## config.mk

```make
export PLATFORM = sky130hd
export DESIGN_NAME = decode_stage
export DESIGN_NICKNAME = d
export VERILOG_FILES = /design/src/source/rv_decode_pkg.sv /design/src/source/decode_stage.sv /design/src/source/ctrl_decode.sv /design/src/source/imm_gen.sv
export SDC_FILE = /design/constraint.sdc
export NUM_CORES = 1
export LEC_CHECK = 0
export ABC_AREA = 1
export BUFFER_PORTS_ARGS = -buffer_cell sky130_fd_sc_hd__buf_2
export CAP_MARGIN = 20
export CORE_UTILIZATION = 35
export CTS_BUF_LIST = sky130_fd_sc_hd__clkbuf_8
export CTS_CLUSTER_DIAMETER = 150
export DETAILED_ROUTE_END_ITERATION = 12
export HOLD_SLACK_MARGIN = 0.05
export PLACE_DENSITY = 0.64
export REMOVE_ABC_BUFFERS = 1
export SYNTH_ARGS = -nofsm -noshare
export SYNTH_HDL_FRONTEND = slang
export SYNTH_HIERARCHICAL = 1
export SYNTH_SLANG_ARGS = --single-unit
```

## constraint.sdc

```tcl
create_clock -name clk -period 0.8 [get_ports clk]
set_input_delay 0.16 -clock clk [delete_from_list [all_inputs] [get_ports clk]]
set_output_delay 0.16 -clock clk [all_outputs]
set_load 0.1 [all_outputs]
```

## src/source/rv_decode_pkg.sv

```systemverilog
package rv_decode_pkg;

    localparam int XLEN       = 64;
    localparam int INST_W     = 32;
    localparam int REG_ADDR_W = 5;

    localparam logic [6:0] OPC_OP        = 7'b0110011;
    localparam logic [6:0] OPC_OP_IMM    = 7'b0010011;
    localparam logic [6:0] OPC_OP_32     = 7'b0111011;
    localparam logic [6:0] OPC_OP_IMM_32 = 7'b0011011;
    localparam logic [6:0] OPC_LOAD      = 7'b0000011;
    localparam logic [6:0] OPC_STORE     = 7'b0100011;
    localparam logic [6:0] OPC_BRANCH    = 7'b1100011;
    localparam logic [6:0] OPC_JAL       = 7'b1101111;
    localparam logic [6:0] OPC_JALR      = 7'b1100111;
    localparam logic [6:0] OPC_LUI       = 7'b0110111;
    localparam logic [6:0] OPC_AUIPC     = 7'b0010111;
    localparam logic [6:0] OPC_SYSTEM    = 7'b1110011;

    localparam logic [6:0] F7_BASE   = 7'b0000000;
    localparam logic [6:0] F7_ALT    = 7'b0100000; // sub, sra
    localparam logic [6:0] F7_MULDIV = 7'b0000001; // M extension

    localparam logic [INST_W-1:0] EBREAK_WORD = 32'h0010_0073;

    typedef struct packed {
        logic [6:0]            funct7;
        logic [REG_ADDR_W-1:0] rs2;
        logic [REG_ADDR_W-1:0] rs1;
        logic [2:0]            funct3;
        logic [REG_ADDR_W-1:0] rd;
        logic [6:0]            opcode;
    } r_fmt_t;

    typedef struct packed {
        logic [11:0]           imm;
        logic [REG_ADDR_W-1:0] rs1;
        logic [2:0]            funct3;
        logic [REG_ADDR_W-1:0] rd;
        logic [6:0]            opcode;
    } i_fmt_t;

    typedef struct packed {
        logic [6:0]            imm_hi;
        logic [REG_ADDR_W-1:0] rs2;
        logic [REG_ADDR_W-1:0] rs1;
        logic [2:0]            funct3;
        logic [4:0]            imm_lo;
        logic [6:0]            opcode;
    } s_fmt_t;

    typedef struct packed {
        logic                  imm12;
        logic [5:0]            imm10_5;
        logic [REG_ADDR_W-1:0] rs2;
        logic [REG_ADDR_W-1:0] rs1;
        logic [2:0]            funct3;
        logic [3:0]            imm4_1;
        logic                  imm11;
        logic [6:0]            opcode;
    } b_fmt_t;

    typedef struct packed {
        logic [19:0]           imm;
        logic [REG_ADDR_W-1:0] rd;
        logic [6:0]            opcode;
    } u_fmt_t;

    typedef struct packed {
        logic                  imm20;
        logic [9:0]            imm10_1;
        logic                  imm11;
        logic [7:0]            imm19_12;
        logic [REG_ADDR_W-1:0] rd;
        logic [6:0]            opcode;
    } j_fmt_t;

    typedef union packed {
        r_fmt_t r_fmt;
        i_fmt_t i_fmt;
        s_fmt_t s_fmt;
        b_fmt_t b_fmt;
        u_fmt_t u_fmt;
        j_fmt_t j_fmt;
    } inst_t;

    typedef enum logic [4:0] {
        ALU_ADD, ALU_SUB, ALU_AND, ALU_OR, ALU_XOR, ALU_SLT, ALU_SLTU,
        ALU_SLL, ALU_SRL, ALU_SRA, ALU_MUL, ALU_DIVU, ALU_REMU, ALU_DIVW,
        ALU_REMW, ALU_EQ, ALU_NE, ALU_LT, ALU_GE, ALU_LTU, ALU_GEU
    } alu_op_e;

    typedef enum logic [1:0] {
        SRC_REG, SRC_IMM, SRC_IMM_PC, SRC_FOUR_PC
    } alu_src_e;

    typedef enum logic [2:0] {
        IMM_NONE, IMM_I, IMM_SHAMT, IMM_S, IMM_B, IMM_U, IMM_J
    } imm_sel_e;

    typedef enum logic [1:0] {
        MEM_BYTE, MEM_HALF, MEM_WORD, MEM_DOUBLE
    } mem_size_e;

    typedef struct packed {
        logic [REG_ADDR_W-1:0] rs1;
        logic [REG_ADDR_W-1:0] rs2;
        logic [REG_ADDR_W-1:0] rd;
        logic                  reg_wen;
        logic                  branch;
        logic                  jump;
        logic                  jalr;
        alu_op_e               alu_op;
        alu_src_e              alu_src;
        logic                  mem_re;
        logic                  mem_we;
        mem_size_e             mem_size;
        logic                  mem_unsigned;
        logic [7:0]            wmask;
        logic                  word_op;
        logic                  illegal;
        logic                  ebreak;
    } ctrl_t;

    typedef struct packed {
        ctrl_t            ctrl;
        logic [XLEN-1:0]  imm;
    } decode_t;

endpackage
```

## src/source/decode_stage.sv

```systemverilog
`timescale 1ns/1ps

module decode_stage (
    input  logic                    clk,
    input  logic                    arst_n,
    input  logic                    inst_valid,
    input  rv_decode_pkg::inst_t    inst,
    output logic                    out_valid,
    output rv_decode_pkg::decode_t  dec
);

    rv_decode_pkg::ctrl_t               ctrl_next;
    rv_decode_pkg::imm_sel_e            imm_sel;
    logic [rv_decode_pkg::XLEN-1:0]     imm_next;

    ctrl_decode u_ctrl (
        .inst    (inst),
        .ctrl    (ctrl_next),
        .imm_sel (imm_sel)
    );

    imm_gen u_imm (
        .inst    (inst),
        .imm_sel (imm_sel),
        .imm     (imm_next)
    );

    // strobe follows inst_valid by one cycle
    always_ff @(posedge clk or negedge arst_n) begin
        if (!arst_n) begin
            out_valid <= 1'b0;
        end else begin
            out_valid <= inst_valid;
        end
    end

    // bundle holds its last value on idle cycles
    always_ff @(posedge clk or negedge arst_n) begin
        if (!arst_n) begin
            dec <= '0;
        end else if (inst_valid) begin
            dec.ctrl <= ctrl_next;
            dec.imm  <= imm_next;
        end
    end

endmodule

```

## src/source/ctrl_decode.sv

```systemverilog
`timescale 1ns/1ps

module ctrl_decode (
    input  rv_decode_pkg::inst_t     inst,
    output rv_decode_pkg::ctrl_t     ctrl,
    output rv_decode_pkg::imm_sel_e  imm_sel
);

    logic [6:0] opcode;
    logic [2:0] funct3;
    logic [6:0] funct7;
    logic       bad;

    assign opcode = inst.r_fmt.opcode;
    assign funct3 = inst.r_fmt.funct3;
    assign funct7 = inst.r_fmt.funct7;

    always_comb begin
        ctrl    = '0;
        imm_sel = rv_decode_pkg::IMM_NONE;
        bad     = 1'b0;
        case (opcode)
            rv_decode_pkg::OPC_OP, rv_decode_pkg::OPC_OP_32: begin
                ctrl.reg_wen = 1'b1;
                ctrl.rs1     = inst.r_fmt.rs1;
                ctrl.rs2     = inst.r_fmt.rs2;
                ctrl.rd      = inst.r_fmt.rd;
                ctrl.alu_src = rv_decode_pkg::SRC_REG;
                ctrl.word_op = (opcode == rv_decode_pkg::OPC_OP_32);
                case ({ctrl.word_op, funct3, funct7})
                    {1'b0, 3'b000, rv_decode_pkg::F7_BASE},
                    {1'b1, 3'b000, rv_decode_pkg::F7_BASE}:   ctrl.alu_op = rv_decode_pkg::ALU_ADD;
                    {1'b0, 3'b000, rv_decode_pkg::F7_ALT},
                    {1'b1, 3'b000, rv_decode_pkg::F7_ALT}:    ctrl.alu_op = rv_decode_pkg::ALU_SUB;
                    {1'b0, 3'b000, rv_decode_pkg::F7_MULDIV},
                    {1'b1, 3'b000, rv_decode_pkg::F7_MULDIV}: ctrl.alu_op = rv_decode_pkg::ALU_MUL;
                    {1'b0, 3'b111, rv_decode_pkg::F7_BASE}:   ctrl.alu_op = rv_decode_pkg::ALU_AND;
                    {1'b0, 3'b111, rv_decode_pkg::F7_MULDIV}: ctrl.alu_op = rv_decode_pkg::ALU_REMU;
                    {1'b0, 3'b110, rv_decode_pkg::F7_BASE}:   ctrl.alu_op = rv_decode_pkg::ALU_OR;
                    {1'b0, 3'b011, rv_decode_pkg::F7_BASE}:   ctrl.alu_op = rv_decode_pkg::ALU_SLTU;
                    {1'b0, 3'b010, rv_decode_pkg::F7_BASE}:   ctrl.alu_op = rv_decode_pkg::ALU_SLT;
                    {1'b0, 3'b101, rv_decode_pkg::F7_MULDIV}: ctrl.alu_op = rv_decode_pkg::ALU_DIVU;
                    {1'b1, 3'b001, rv_decode_pkg::F7_BASE}:   ctrl.alu_op = rv_decode_pkg::ALU_SLL;
                    {1'b1, 3'b100, rv_decode_pkg::F7_MULDIV}: ctrl.alu_op = rv_decode_pkg::ALU_DIVW;
                    {1'b1, 3'b110, rv_decode_pkg::F7_MULDIV}: ctrl.alu_op = rv_decode_pkg::ALU_REMW;
                    default: bad = 1'b1;
                endcase
            end
            rv_decode_pkg::OPC_OP_IMM: begin
                ctrl.reg_wen = 1'b1;
                ctrl.rs1     = inst.i_fmt.rs1;
                ctrl.rd      = inst.i_fmt.rd;
                ctrl.alu_src = rv_decode_pkg::SRC_IMM;
                imm_sel      = rv_decode_pkg::IMM_I;
                case (funct3)
                    3'b000: ctrl.alu_op = rv_decode_pkg::ALU_ADD;
                    3'b011: ctrl.alu_op = rv_decode_pkg::ALU_SLTU;
                    3'b100: ctrl.alu_op = rv_decode_pkg::ALU_XOR;
                    3'b110: ctrl.alu_op = rv_decode_pkg::ALU_OR;
                    3'b111: ctrl.alu_op = rv_decode_pkg::ALU_AND;
                    3'b001: begin // slli, funct6 only
                        ctrl.alu_op = rv_decode_pkg::ALU_SLL;
                        imm_sel     = rv_decode_pkg::IMM_SHAMT;
                        bad         = (funct7[6:1] != rv_decode_pkg::F7_BASE[6:1]);
                    end
                    3'b101: begin // srai only
                        ctrl.alu_op = rv_decode_pkg::ALU_SRA;
                        imm_sel     = rv_decode_pkg::IMM_SHAMT;
                        bad         = (funct7[6:1] != rv_decode_pkg::F7_ALT[6:1]);
                    end
                    default: bad = 1'b1;
                endcase
            end
            rv_decode_pkg::OPC_OP_IMM_32: begin
                ctrl.reg_wen = 1'b1;
                ctrl.rs1     = inst.i_fmt.rs1;
                ctrl.rd      = inst.i_fmt.rd;
                ctrl.alu_src = rv_decode_pkg::SRC_IMM;
                ctrl.word_op = 1'b1;
                imm_sel      = rv_decode_pkg::IMM_SHAMT;
                case ({funct3, funct7})
                    {3'b001, rv_decode_pkg::F7_BASE}: ctrl.alu_op = rv_decode_pkg::ALU_SLL;
                    {3'b101, rv_decode_pkg::F7_BASE}: ctrl.alu_op = rv_decode_pkg::ALU_SRL;
                    {3'b101, rv_decode_pkg::F7_ALT}:  ctrl.alu_op = rv_decode_pkg::ALU_SRA;
                    default: begin
                        ctrl.alu_op = rv_decode_pkg::ALU_ADD;
                        imm_sel     = rv_decode_pkg::IMM_I; // addiw
                        bad         = (funct3 != 3'b000);
                    end
                endcase
            end
            rv_decode_pkg::OPC_LOAD: begin
                ctrl.reg_wen = 1'b1;
                ctrl.mem_re  = 1'b1;
                ctrl.rs1     = inst.i_fmt.rs1;
                ctrl.rd      = inst.i_fmt.rd;
                ctrl.alu_op  = rv_decode_pkg::ALU_ADD; // address = rs1 + imm
                ctrl.alu_src = rv_decode_pkg::SRC_IMM;
                imm_sel      = rv_decode_pkg::IMM_I;
                case (funct3)
                    3'b001: ctrl.mem_size = rv_decode_pkg::MEM_HALF; // lh
                    3'b010: ctrl.mem_size = rv_decode_pkg::MEM_WORD; // lw
                    3'b011: ctrl.mem_size = rv_decode_pkg::MEM_DOUBLE; // ld
                    3'b100: begin // lbu
                        ctrl.mem_size     = rv_decode_pkg::MEM_BYTE;
                        ctrl.mem_unsigned = 1'b1;
                    end
                    3'b101: begin // lhu
                        ctrl.mem_size     = rv_decode_pkg::MEM_HALF;
                        ctrl.mem_unsigned = 1'b1;
                    end
                    default: bad = 1'b1;
                endcase
            end
            rv_decode_pkg::OPC_STORE: begin
                ctrl.mem_we  = 1'b1;
                ctrl.rs1     = inst.s_fmt.rs1;
                ctrl.rs2     = inst.s_fmt.rs2;
                ctrl.alu_op  = rv_decode_pkg::ALU_ADD;
                ctrl.alu_src = rv_decode_pkg::SRC_IMM;
                imm_sel      = rv_decode_pkg::IMM_S;
                case (funct3)
                    3'b000: ctrl.mem_size = rv_decode_pkg::MEM_BYTE;
                    3'b001: ctrl.mem_size = rv_decode_pkg::MEM_HALF;
                    3'b010: ctrl.mem_size = rv_decode_pkg::MEM_WORD;
                    3'b011: ctrl.mem_size = rv_decode_pkg::MEM_DOUBLE;
                    default: bad = 1'b1;
                endcase
                // one mask bit per byte lane
                ctrl.wmask = 8'hff >> (8 - (1 << ctrl.mem_size));
            end
            rv_decode_pkg::OPC_BRANCH: begin
                ctrl.branch  = 1'b1;
                ctrl.rs1     = inst.b_fmt.rs1;
                ctrl.rs2     = inst.b_fmt.rs2;
                ctrl.alu_src = rv_decode_pkg::SRC_REG;
                imm_sel      = rv_decode_pkg::IMM_B;
                case (funct3)
                    3'b000: ctrl.alu_op = rv_decode_pkg::ALU_EQ;
                    3'b001: ctrl.alu_op = rv_decode_pkg::ALU_NE;
                    3'b100: ctrl.alu_op = rv_decode_pkg::ALU_LT;
                    3'b101: ctrl.alu_op = rv_decode_pkg::ALU_GE;
                    3'b110: ctrl.alu_op = rv_decode_pkg::ALU_LTU;
                    3'b111: ctrl.alu_op = rv_decode_pkg::ALU_GEU;
                    default: bad = 1'b1;
                endcase
            end
            rv_decode_pkg::OPC_JAL: begin
                ctrl.jump    = 1'b1;
                ctrl.reg_wen = 1'b1;
                ctrl.rd      = inst.j_fmt.rd;
                ctrl.alu_src = rv_decode_pkg::SRC_FOUR_PC; // link = pc + 4
                imm_sel      = rv_decode_pkg::IMM_J;
            end
            rv_decode_pkg::OPC_JALR: begin
                ctrl.jump    = 1'b1;
                ctrl.jalr    = 1'b1;
                ctrl.reg_wen = 1'b1;
                ctrl.rs1     = inst.i_fmt.rs1;
                ctrl.rd      = inst.i_fmt.rd;
                ctrl.alu_src = rv_decode_pkg::SRC_FOUR_PC;
                imm_sel      = rv_decode_pkg::IMM_I;
                bad          = (funct3 != 3'b000);
            end
            rv_decode_pkg::OPC_LUI, rv_decode_pkg::OPC_AUIPC: begin
                ctrl.reg_wen = 1'b1;
                ctrl.rd      = inst.u_fmt.rd;
                ctrl.alu_src = (opcode == rv_decode_pkg::OPC_LUI) ?
                               rv_decode_pkg::SRC_IMM : rv_decode_pkg::SRC_IMM_PC;
                imm_sel      = rv_decode_pkg::IMM_U;
            end
            rv_decode_pkg::OPC_SYSTEM: begin
                // only ebreak is recognised here
                ctrl.ebreak = (inst == rv_decode_pkg::EBREAK_WORD);
                bad         = !ctrl.ebreak;
            end
            default: bad = 1'b1;
        endcase

        if (bad) begin
            ctrl         = '0; // no side effects on a bad word
            ctrl.illegal = 1'b1;
            imm_sel      = rv_decode_pkg::IMM_NONE;
        end
    end

endmodule

```

## src/source/imm_gen.sv

```systemverilog
`timescale 1ns/1ps

module imm_gen (
    input  rv_decode_pkg::inst_t             inst,
    input  rv_decode_pkg::imm_sel_e          imm_sel,
    output logic [rv_decode_pkg::XLEN-1:0]   imm
);

    rv_decode_pkg::i_fmt_t i_v;
    rv_decode_pkg::s_fmt_t s_v;
    rv_decode_pkg::b_fmt_t b_v;
    rv_decode_pkg::u_fmt_t u_v;
    rv_decode_pkg::j_fmt_t j_v;

    assign i_v = inst.i_fmt;
    assign s_v = inst.s_fmt;
    assign b_v = inst.b_fmt;
    assign u_v = inst.u_fmt;
    assign j_v = inst.j_fmt;

    // sign bit is inst[31] in every format
    always_comb begin
        case (imm_sel)
            rv_decode_pkg::IMM_I: begin
                imm = {{(rv_decode_pkg::XLEN-12){i_v.imm[11]}}, i_v.imm};
            end
            rv_decode_pkg::IMM_SHAMT: begin
                imm = {{(rv_decode_pkg::XLEN-6){1'b0}}, i_v.imm[5:0]}; // 6-bit shamt, zero filled
            end
            rv_decode_pkg::IMM_S: begin
                imm = {{(rv_decode_pkg::XLEN-12){s_v.imm_hi[6]}}, s_v.imm_hi, s_v.imm_lo};
            end
            rv_decode_pkg::IMM_B: begin
                imm = {{(rv_decode_pkg::XLEN-13){b_v.imm12}}, b_v.imm12, b_v.imm11,
                       b_v.imm10_5, b_v.imm4_1, 1'b0};
            end
            rv_decode_pkg::IMM_U: begin
                imm = {{(rv_decode_pkg::XLEN-32){u_v.imm[19]}}, u_v.imm, 12'b0};
            end
            rv_decode_pkg::IMM_J: begin
                imm = {{(rv_decode_pkg::XLEN-21){j_v.imm20}}, j_v.imm20, j_v.imm19_12,
                       j_v.imm11, j_v.imm10_1, 1'b0};
            end
            default: begin
                imm = '0; // none
            end
        endcase
    end

endmodule

```

==> results of run 1 <==
-- power breakdown --
group / internal [mW] / switching [mW] / leakage, nW
Combinational: 0.753 / 1.19 / 4.12
Sequential: 5.44 / 0.0348 / 1.49
Clock: 1.30 / 2.09 / 0.103
-- metrics by stage --
stage	utilization, %	setup slack [ps]	cell area (µm²)
floorplan	-	-2450	5850
global placement	55.0	-1760	9650
detailed placement	55.0	-1800	9650
CTS	58.2	-1090	10200
global route	62.0	-1300	10900
finish	62.1	-1190	10900
-- final timing paths --
| kind | start | to | slack (ps) | depth (start not counted) |
|---|---|---|---|---|
| max in group asynchronous | arst_n | dec[56] | 200 | 3 |
| min in group asynchronous | arst_n | dec[11] | 190 | 2 |
| worst min register to register | dec[88] | dec[88] | 540 | 2 |
| worst max-delay path | inst[27] | dec[20] | -1190 | 21 |
| worst min-delay path | inst[15] | dec[15] | 110 | 5 |
| worst max register to register | dec[74] | dec[74] | 20 | 3 |
-- final cells by class --
type                       instances  area (µm²)  share of cell area [%]
antenna                            1        2.50                  0.0230
clock buffer                      10         138                    1.26
clock inverter                     6        62.6                   0.575
inverter                          69         297                    2.73
multi-input combinational        664        3360                    30.9
sequential                       107        2680                    24.6
tap                              225         282                    2.59
timing repair buffer             332        4060                    37.3
-- state kept, by name (all words and copies together), names as in the netlist --
register and cells:
out_valid 1, dec 106
-- synth_stat cells --
cell type / number / area, µm²
nand3b_1: 1 / 7.51
a31oi_1: 2 / 12.5
nor4_1: 5 / 31.3
o21a_1: 1 / 7.51
buf_4: 40 / 300
and2_1: 1 / 6.26
inv_1: 61 / 229
nand2_1: 454 / 1700
o31ai_1: 1 / 7.51
nor2_4: 21 / 236
o21bai_1: 1 / 7.51
nand2_4: 1 / 11.3
nor2_1: 76 / 285
o21ai_0: 11 / 55.1
nand4_2: 1 / 12.5
a21oi_1: 7 / 35.0
inv_4: 2 / 12.5
nand3_2: 3 / 30.0
nand4_1: 5 / 31.3
o21ai_1: 1 / 5.00
buf_2: 19 / 95.1
nor3_4: 1 / 16.3
a31o_2: 1 / 8.76
nand2_2: 8 / 50.1
nor3_2: 1 / 10.0
dfrtp_1: 107 / 2680
nand3_1: 45 / 225
o211ai_1: 2 / 15.0
nor3_1: 5 / 25.0
nor2_2: 7 / 43.8
buf_6: 7 / 78.8
o21ai_2: 1 / 8.76
inv_2: 6 / 22.5
buf_12: 2 / 40.0
nor2_8: 1 / 20.0
-- kinds of logic after synthesis --
logic type             Yosys count
DFF                            107
and+or+nand+nor                636
AOI/OAI and AO/OA               28
buffers and inverters          137
-- routing by layer --
layer	up-vias	track usage, %	wire length [µm]
met5	-	0	13
met4	2	7.63	538
met3	34	4.04	893
met2	140	35.3	9670
met1	2996	25.9	8400
li1	3293	-	-
-- critical path: stages --
cell	delay (ps)
buf_6	110
nor2_4	160
buf_6	120
buf_6	90
nand3_4	80
nand2_1	70
nand3_1	70
nand2_1	100
nand2_2	80
nor3_4	210
nand2_4	120
nor2_4	120
buf_6	140
buf_6	110
nand3_2	80
nand2_2	110
nand2_2	70
buf_12	130
nand3_1	80
nand2_1	60
nand2_1	70
-- what timing repair did --
action                     4_1_cts  5_1_grt
resized for setup               76      101
setup endpoints to repair      209      213
pin swaps                       32       38
hold endpoints to repair       107        0
hold buffers                     1        0
setup buffers                   15       44
cloned                           0        1
==> impl_metrics.yaml, run 1 <==
die:
  core-area_um2: 17500
  die_y_um: 137
  core.rowCount: 48
  die_area_um2: 18700
  ioPinCount: 142
  start_util_pct: 36.3
  die_x_um: 137
drt:
  ant_nets: 0
  wire_per_inst_um: 13.8
  drt_first_pass_iters: 5
  via_per_inst: 4.57
  drtIter0Drc: 343
  vias: 6465
  wl_um: 19500
  drc: 0
cells_and_area:
  synthToLayoutAreaGrowth_pct: 71.0
  nets: 1218
  final_cells: 1414
  drive_gt1_share_pct: 41.4
  layout_commonest_cell: "nand2_1"
  final_cell_mix: "nand2_1 (429), buf_4 (164), buf_12 (121), dfrtp_1 (107), inv_1 (50)"
  nFillCells: 1469
power_and_ir_drop:
  peakVddDrop_mv: 0.730
  p_per_area_nw_per_um2: 994
  finalPower_mw: 10.8
  p_leak_nw: 5.71
global_routing:
  grt_pass1_wl_um: 29800
  grt_max_degree: 66
  grt-ovfl-total: 0
  antenna_found_initial: 2
  grt_pass1_vias: 5962
  groute.usage.overall_pct: 20.7
timing:
  hold_slack_ps: 106
  finalSetupViolCount: 209
  slew_headroom_pct: 72.0
  timing.final.crit_share_pct: 249
  tightest_slew_ps: 420
  post-route-min-period_ps: 1990
  slew_viol_final: 0
  fin_setup_tns_ps: -138410
  final-hold-violation-count: 0
  fin_ws_ps: -1190
  clock.fmax_mhz: 502
  fin_skew_ps: 0
  rsz0062_at_grt: "true"
synth:
  ys_ff_latch: 107
  synthSimpleGateAreaFrac_pct: 43.1
  synth_cells: 908
  yosysUniqueCellTypes: 35
  synthMuxAreaShare_pct: 0
  synth_fa_ha_area_share_pct: 0
  syn-cell-area_um2: 6360
  synth_compound_area_share_pct: 2.56
  synth_top_family_by_area: "simple AND/OR/NAND/NOR gates"
  yosysSeqAreaShare_pct: 42.1
  yosys_warnings: 6
  synth-xor-area-share_pct: 0
  syn-mean-instance-area_um2: 7.01
clock_tree:
  cts_tree: "yes"
  worstSkewPairLatency_ps: 400
  cts_made_buffers: 9
  clockBufferDepth: 2
  path_clk_slew_ps: 110
  cts-root-buf: "clkbuf_8"
  cts_sinks: 107
  ctsHtreeMaxLevel: 3
worst_setup_path:
  cp.arrival_ps: 2340
  end_kind: "register"
  critPathKind: "input port to register"
  crit_path_start_kind: "input port"
  crit_fanout: 11
  critical_path_required_ps: 1150
placed_design:
  dpl.hpwl_um: 14400
  port_buffers: 141
  gp_congestion: 0.963
  dp_cells: 1342
run:
  maxCapViolCount: 0
outcome:
  outcome: "complete, but fails checks"
  violations: "negative setup slack"
worst_hold_path:
  hp-class: "input port to register"
No activity file was read; power rests on OpenSTA's default activity.
==> run 2: changes to the inputs <==
--- a/config.mk
+++ b/config.mk
@@ -5,7 +5,6 @@
 export SDC_FILE = /design/constraint.sdc
 export NUM_CORES = 1
 export LEC_CHECK = 0
-export ABC_AREA = 1
 export BUFFER_PORTS_ARGS = -buffer_cell sky130_fd_sc_hd__buf_2
 export CAP_MARGIN = 20
 export CORE_UTILIZATION = 35
@@ -13,7 +12,7 @@
 export CTS_CLUSTER_DIAMETER = 150
 export DETAILED_ROUTE_END_ITERATION = 12
 export HOLD_SLACK_MARGIN = 0.05
-export PLACE_DENSITY = 0.64
+export PLACE_DENSITY = 0.63
 export REMOVE_ABC_BUFFERS = 1
 export SYNTH_ARGS = -nofsm -noshare
 export SYNTH_HDL_FRONTEND = slang
==> run 2 against run 1 <==
The run still ends with negative setup slack left. First-iteration DRC count is 2.0% higher. Setup slack worse by 630 ps. Sequential power is 0.9% higher. Critical path depth is 9 lower. Design area is 2.5% higher. Synthesized area is 6.2% higher. Largest cell class unchanged. Die area is 6.1% higher. Non-clock buffer count is 1 lower. Critical path type unchanged. Highest routed layer is now met4. Clock skew stayed put. Maximum frequency is 24% lower. Combinational power is 26% higher.
==> impl_metrics.yaml, run 2 <==
synth:
  yosysMostFrequentCell: "dfrtp_1"
  ys.flop_type: "dfrtp_1"
  synth_commonest_cells: "dfrtp_1 (107), mux2_2 (67), buf_4 (43)"
  netlist.area_leader.share_pct: 39.6
  yosysSeqAreaShare_pct: 39.6
  ys_ff_latch: 107
  synth_area_leaders: "dfrtp_1 (40%), mux2_2 (11%), mux2_4 (9.1%)"
  synth_top_area_cell: "dfrtp_1"
  synth_enable_flop_cells: 0
  syn-cell-area_um2: 6760
  yosys_warnings: 6
  synthArstFlopShare_pct: 100
  yosysUniqueCellTypes: 66
  synth_cells: 607
  syn-mean-instance-area_um2: 11.1
timing:
  slew_headroom_pct: 61.8
  clock.fmax_mhz: 381
  tightest_slew_ps: 568
  rsz0062_at_grt: "true"
  post-route-min-period_ps: 2630
  fin_skew_ps: 0
  finalSetupViolCount: 213
  fin_ws_ps: -1830
  fin_setup_tns_ps: -197860
  slew_viol_final: 0
  final-hold-violation-count: 0
  timing.final.crit_share_pct: 328
outcome:
  outcome: "complete, but fails checks"
  violations: "negative setup slack"
worst_setup_path:
  critical_path_required_ps: 1090
  crit_path_start_kind: "input port"
  max_stage_delay_ps: 570
  path_cells: "buf_6, or4_4, nand4bb_4, o21ai_1, and4_4, nand2_8, buf_4, nor3_4, buf_6, nor2b_4, a221o_1, mux2_4"
  slowest_stage: "or4_4"
  critPathKind: "input port to register"
  end_kind: "register"
  cp.arrival_ps: 2920
  worst_path_most_repeated_cell: "buf_6"
  crit_fanout: 8
clock_tree:
  worstSkewPairLatency_ps: 390
  clockBufferDepth: 2
  path_clk_slew_ps: 110
  cts-root-buf: "clkbuf_8"
  cts_made_buffers: 9
  cts_sinks: 107
  ctsHtreeMaxLevel: 3
  cts_tree: "yes"
placed_design:
  gp_congestion: 0.886
  dp_cells: 1047
  dpl.hpwl_um: 14400
  port_buffers: 141
cells_and_area:
  nets: 895
  layout_commonest_cell: "buf_4"
  synthToLayoutAreaGrowth_pct: 65.0
  largest_registers: "dec (106), out_valid (1)"
  drive_gt1_share_pct: 61.4
  final_cell_mix: "buf_4 (158), buf_12 (120), dfrtp_1 (106), mux2_4 (67), mux2_2 (42)"
  largest-register: "dec"
  final_cells: 1126
  largest_reg_flops: 106
drt:
  drtIter0Drc: 350
  drt_first_pass_iters: 4
  via_per_inst: 5.18
  vias: 5828
  drc: 0
  ant_nets: 0
  wl_um: 21000
  wire_per_inst_um: 18.7
global_routing:
  grt-ovfl-total: 0
  antenna_found_initial: 1
  grt_max_degree: 41
  grt_pass1_vias: 5771
  groute.usage.overall_pct: 20.7
  grt_pass1_wl_um: 31900
power_and_ir_drop:
  p_per_area_nw_per_um2: 1010
  peakVddDrop_mv: 0.756
  p_leak_nw: 5.10
worst_hold_path:
  hp-class: "input port to register"
die:
  die_x_um: 141
  die_y_um: 141
  core-area_um2: 18800
  die_area_um2: 19900
  ioPinCount: 142
  core.rowCount: 50
  start_util_pct: 35.9
run:
  maxCapViolCount: 0
## run 2: cell types whose count changed after synthesis, sizes merged, moves of 11 or more
cell    change
nor3       +42
nand4b     +12
clkbuf     +14
nand3      -22
nand2     -428
mux2i      +11
inv        -63
mux2      +112
nor2       -86
nand2b     +12
## run 2: final timing paths
kind	start	to	slack, ps	cells past startpoint
setup / recovery	inst[28]	dec[2]	-1830	12
hold / removal	inst_valid	out_valid	180	2
setup reg to reg	dec[59]	dec[59]	-150	2
hold reg to reg	dec[97]	dec[97]	590	1
max in group asynchronous	arst_n	dec[65]	240	3
min in group asynchronous	arst_n	dec[9]	320	3
## run 2: logic make-up after synthesis
kind of cell	count (synthesis)	synth area share (%)
AND/OR/NAND/NOR	200	19.1
multiplexers	123	22.6
flip-flops	107	39.6
buffers and inverters	96	9.83
AO/OA/AOI/OAI	78	8.42
XOR/XNOR	3	0.500
## run 2: worst max-delay path, delay by kind of cell
family / cells / cell delay (ps)
AND/OR/NAND/NOR: 6 / 1560
AO/OA/AOI/OAI: 2 / 490
buffers and inverters: 3 / 440
multiplexers: 1 / 260
## run 2: what timing repair did
| action | 4_1_cts | 5_1_grt |
|---|---|---|
| setup endpoints to repair | 213 | 213 |
| pin swaps | 15 | 14 |
| hold buffers | 1 | 0 |
| gates resized for setup | 58 | 62 |
| setup buffers | 10 | 47 |
| cloned | 2 | 4 |
| hold endpoints to repair | 107 | 0 |
## run 2: metrics by stage
stage          utilization [%]  power, mW  setup WS [ps]  area, µm²  hold slack, ps
3_5_place_dp              52.4       7.80          -2360       9870             182
4_1_cts                   55.7       11.2          -1730      10500             158
6_report                  59.2       11.2          -1830      11200             183
2_1_floorplan                -       6.47          -3850       6120            -136
5_1_grt                   59.2       11.6          -1930      11200             181
3_3_place_gp              52.4       7.77          -2260       9870             177
## run 2: area by class of cell
class	count	area (µm²)
fillers	1468	7680
multi-input cells	405	3860
diodes	1	2.50
clock inverters	6	40.0
clock buffers	10	138
inverters	6	26.3
flip-flops and latches	107	2680
repair buffers	331	4080
well taps	260	325
## run 2: power by group
part	total, mW	switching, mW	internal (mW)
sequential	5.52	0.0611	5.46
clock	3.26	2.03	1.23
combinational	2.44	1.40	1.04
## run 2: per-layer routing
| layer | global-route usage, % | routed length [µm] | up-vias | share of wire (%) |
|---|---|---|---|---|
| li1 | - | - | 2688 | - |
| met2 | 34.6 | 10600 | 166 | 50 |
| met5 | 0 | 0 | - | 0 |
| met1 | 26.6 | 9100 | 2934 | 43 |
| met4 | 8.52 | 518 | 0 | 2.5 |
| met3 | 3.23 | 849 | 40 | 4.0 |
==> run 3: changes to the inputs <==
--- a/config.mk
+++ b/config.mk
@@ -14,6 +14,7 @@
 export HOLD_SLACK_MARGIN = 0.05
 export PLACE_DENSITY = 0.63
 export REMOVE_ABC_BUFFERS = 1
+export SKIP_CTS_REPAIR_TIMING = 1
 export SYNTH_ARGS = -nofsm -noshare
 export SYNTH_HDL_FRONTEND = slang
 export SYNTH_HIERARCHICAL = 1
==> run 3 against run 2 <==
The flow still finishes with violations (negative setup slack). Clock power barely moved. Clock skew unchanged. Critical path depth down 1. Combinational power is 7% lower. Design area fell by 6.0%. Flip-flop and latch count unchanged. Non-clock buffer count decreased by 50. Via count down 5.0%. Die area is the same. Critical endpoint is now dec[3]. Highest routed layer unchanged.
==> impl_metrics.yaml, run 3 (synthesis results as in run 2) <==
drt:
  ant_nets: 0
  vias: 5534
  drt_first_pass_iters: 8
  via_per_inst: 5.15
  wire_per_inst_um: 18.2
  drc: 0
  drtIter0Drc: 271
  wl_um: 19600
timing:
  tightest_slew_ps: 552
  rsz0062_at_grt: "true"
  final-hold-violation-count: 0
  post-route-min-period_ps: 2640
  slew_headroom_pct: 62.8
  slew_viol_final: 0
  finalSetupViolCount: 213
  fin_skew_ps: 0
  fin_ws_ps: -1840
  clock.fmax_mhz: 379
  fin_setup_tns_ps: -194330
  timing.final.crit_share_pct: 330
worst_setup_path:
  slowest_stage: "or4_4"
  crit_start: "inst[28]"
  crit_fanout: 5
  critical_path_required_ps: 1090
  crit_buf_inv: 3
  end_kind: "register"
  cp.arrival_ps: 2920
  crit_family: "simple AND/OR/NAND/NOR gates"
  r2r-start: "dec[4]"
  max_stage_delay_ps: 570
  critPathKind: "input port to register"
  path_cells: "buf_2, or4_4, or2_4, buf_4, o22ai_4, nor3_4, nor3_4, buf_4, mux2_4, a221o_1, mux2_4"
  crit_path_start_kind: "input port"
die:
  die_y_um: 141
  start_util_pct: 35.9
  core.rowCount: 50
  die_x_um: 141
  core-area_um2: 18800
  die_area_um2: 19900
  ioPinCount: 142
cells_and_area:
  largest_registers: "dec (106), out_valid (1)"
  final_cell_mix: "buf_4 (118), buf_12 (118), dfrtp_1 (106), mux2_2 (65), mux2_4 (47)"
  largest_reg_flops: 106
  nets: 844
  synthToLayoutAreaGrowth_pct: 55.0
  largest-register: "dec"
  drive_gt1_share_pct: 59.2
  final_cells: 1075
  nFillCells: 1567
global_routing:
  grt_pass1_wl_um: 30400
  antenna_found_initial: 1
  groute.usage.overall_pct: 19.6
  grt-ovfl-total: 0
  grt_pass1_vias: 5548
  grt_max_degree: 41
clock_tree:
  path_clk_slew_ps: 110
  cts_made_buffers: 9
  cts_sinks: 107
  worstSkewPairLatency_ps: 390
  clockBufferDepth: 2
  ctsHtreeMaxLevel: 3
  cts_tree: "yes"
  cts-root-buf: "clkbuf_8"
outcome:
  outcome: "complete, but fails checks"
  violations: "negative setup slack"
placed_design:
  dpl_worst_slack_ps: -2360
  gp_congestion: 0.886
  dp_cells: 1047
  port_buffers: 141
  dpl.hpwl_um: 14400
power_and_ir_drop:
  p_per_area_nw_per_um2: 1050
  p_leak_nw: 4.69
  share_comb_of_total_power_pct: 20.7
  pwr-share-clk_pct: 29.3
  p_seq_share_pct: 50.0
  p_switching_mw: 3.40
  internal_power_mw: 7.64
  peakVddDrop_mv: 0.702
  swShare_pct: 30.8
worst_hold_path:
  min_from: "inst_valid"
  hp-class: "input port to register"
run:
  maxCapViolCount: 0
run 3: cell count changes in the layout (fill, tap and decap cells not counted), moves of 3 or more:
cell	previous run	this run
buf_4	158	118
mux2_2	42	65
mux2_4	67	47
buf_6	18	11
nor3_2	21	28
nor3_4	14	7
buf_16	3	0
buf_2	28	31
mux2_1	3	0
run 3: layout make-up:
cell class	instances	area, µm²	area share, %
timing repair buffer	281	3590	34.2
multi-input combinational	404	3690	35.2
sequential	107	2680	25.6
antenna	1	2.50	0.0239
inverter	6	22.5	0.215
clock buffer	10	138	1.31
clock inverter	6	40.0	0.382
tap	260	325	3.10
run 3: metrics by stage:
stage	instance area, µm²	power [mW]	hold WS (ps)	util [%]
after global routing	10500	11.5	169	55.7
after detailed placement	9870	7.80	182	52.4
after CTS	10100	11.1	-260	53.4
after floorplan	6120	6.47	-136	-
after global placement	9870	7.77	177	52.4
final	10500	11.0	176	55.7
run 3: power by group through the flow:
| stage | Sequential [mW] | Combinational, mW | Clock [mW] |
|---|---|---|---|
| after floorplan | 5.98 | 0.499 | 0 |
| after global placement | 5.62 | 2.15 | 0 |
| after detailed placement | 5.62 | 2.17 | 0 |
| after CTS | 5.52 | 2.18 | 3.39 |
| after global routing | 5.53 | 2.42 | 3.54 |
| final | 5.52 | 2.28 | 3.24 |
run 3: worst paths after layout:
check                            end  slack, ps  depth (start not counted)
max in group asynchronous    dec[65]        230                          3
hold / removal             out_valid        180                          2
setup / recovery              dec[3]      -1840                         11
setup reg to reg              dec[4]        -30                          1
hold reg to reg              dec[78]        580                          1
min in group asynchronous    dec[48]        320                          3
run 3: layer usage:
layer / routed length (µm) / up-vias / global-route usage [%]
met5: 0 / - / 0
met4: 441 / 0 / 7.84
met3: 738 / 33 / 3.16
met2: 9900 / 138 / 32.6
met1: 8540 / 2780 / 25.5
li1: - / 2583 / -
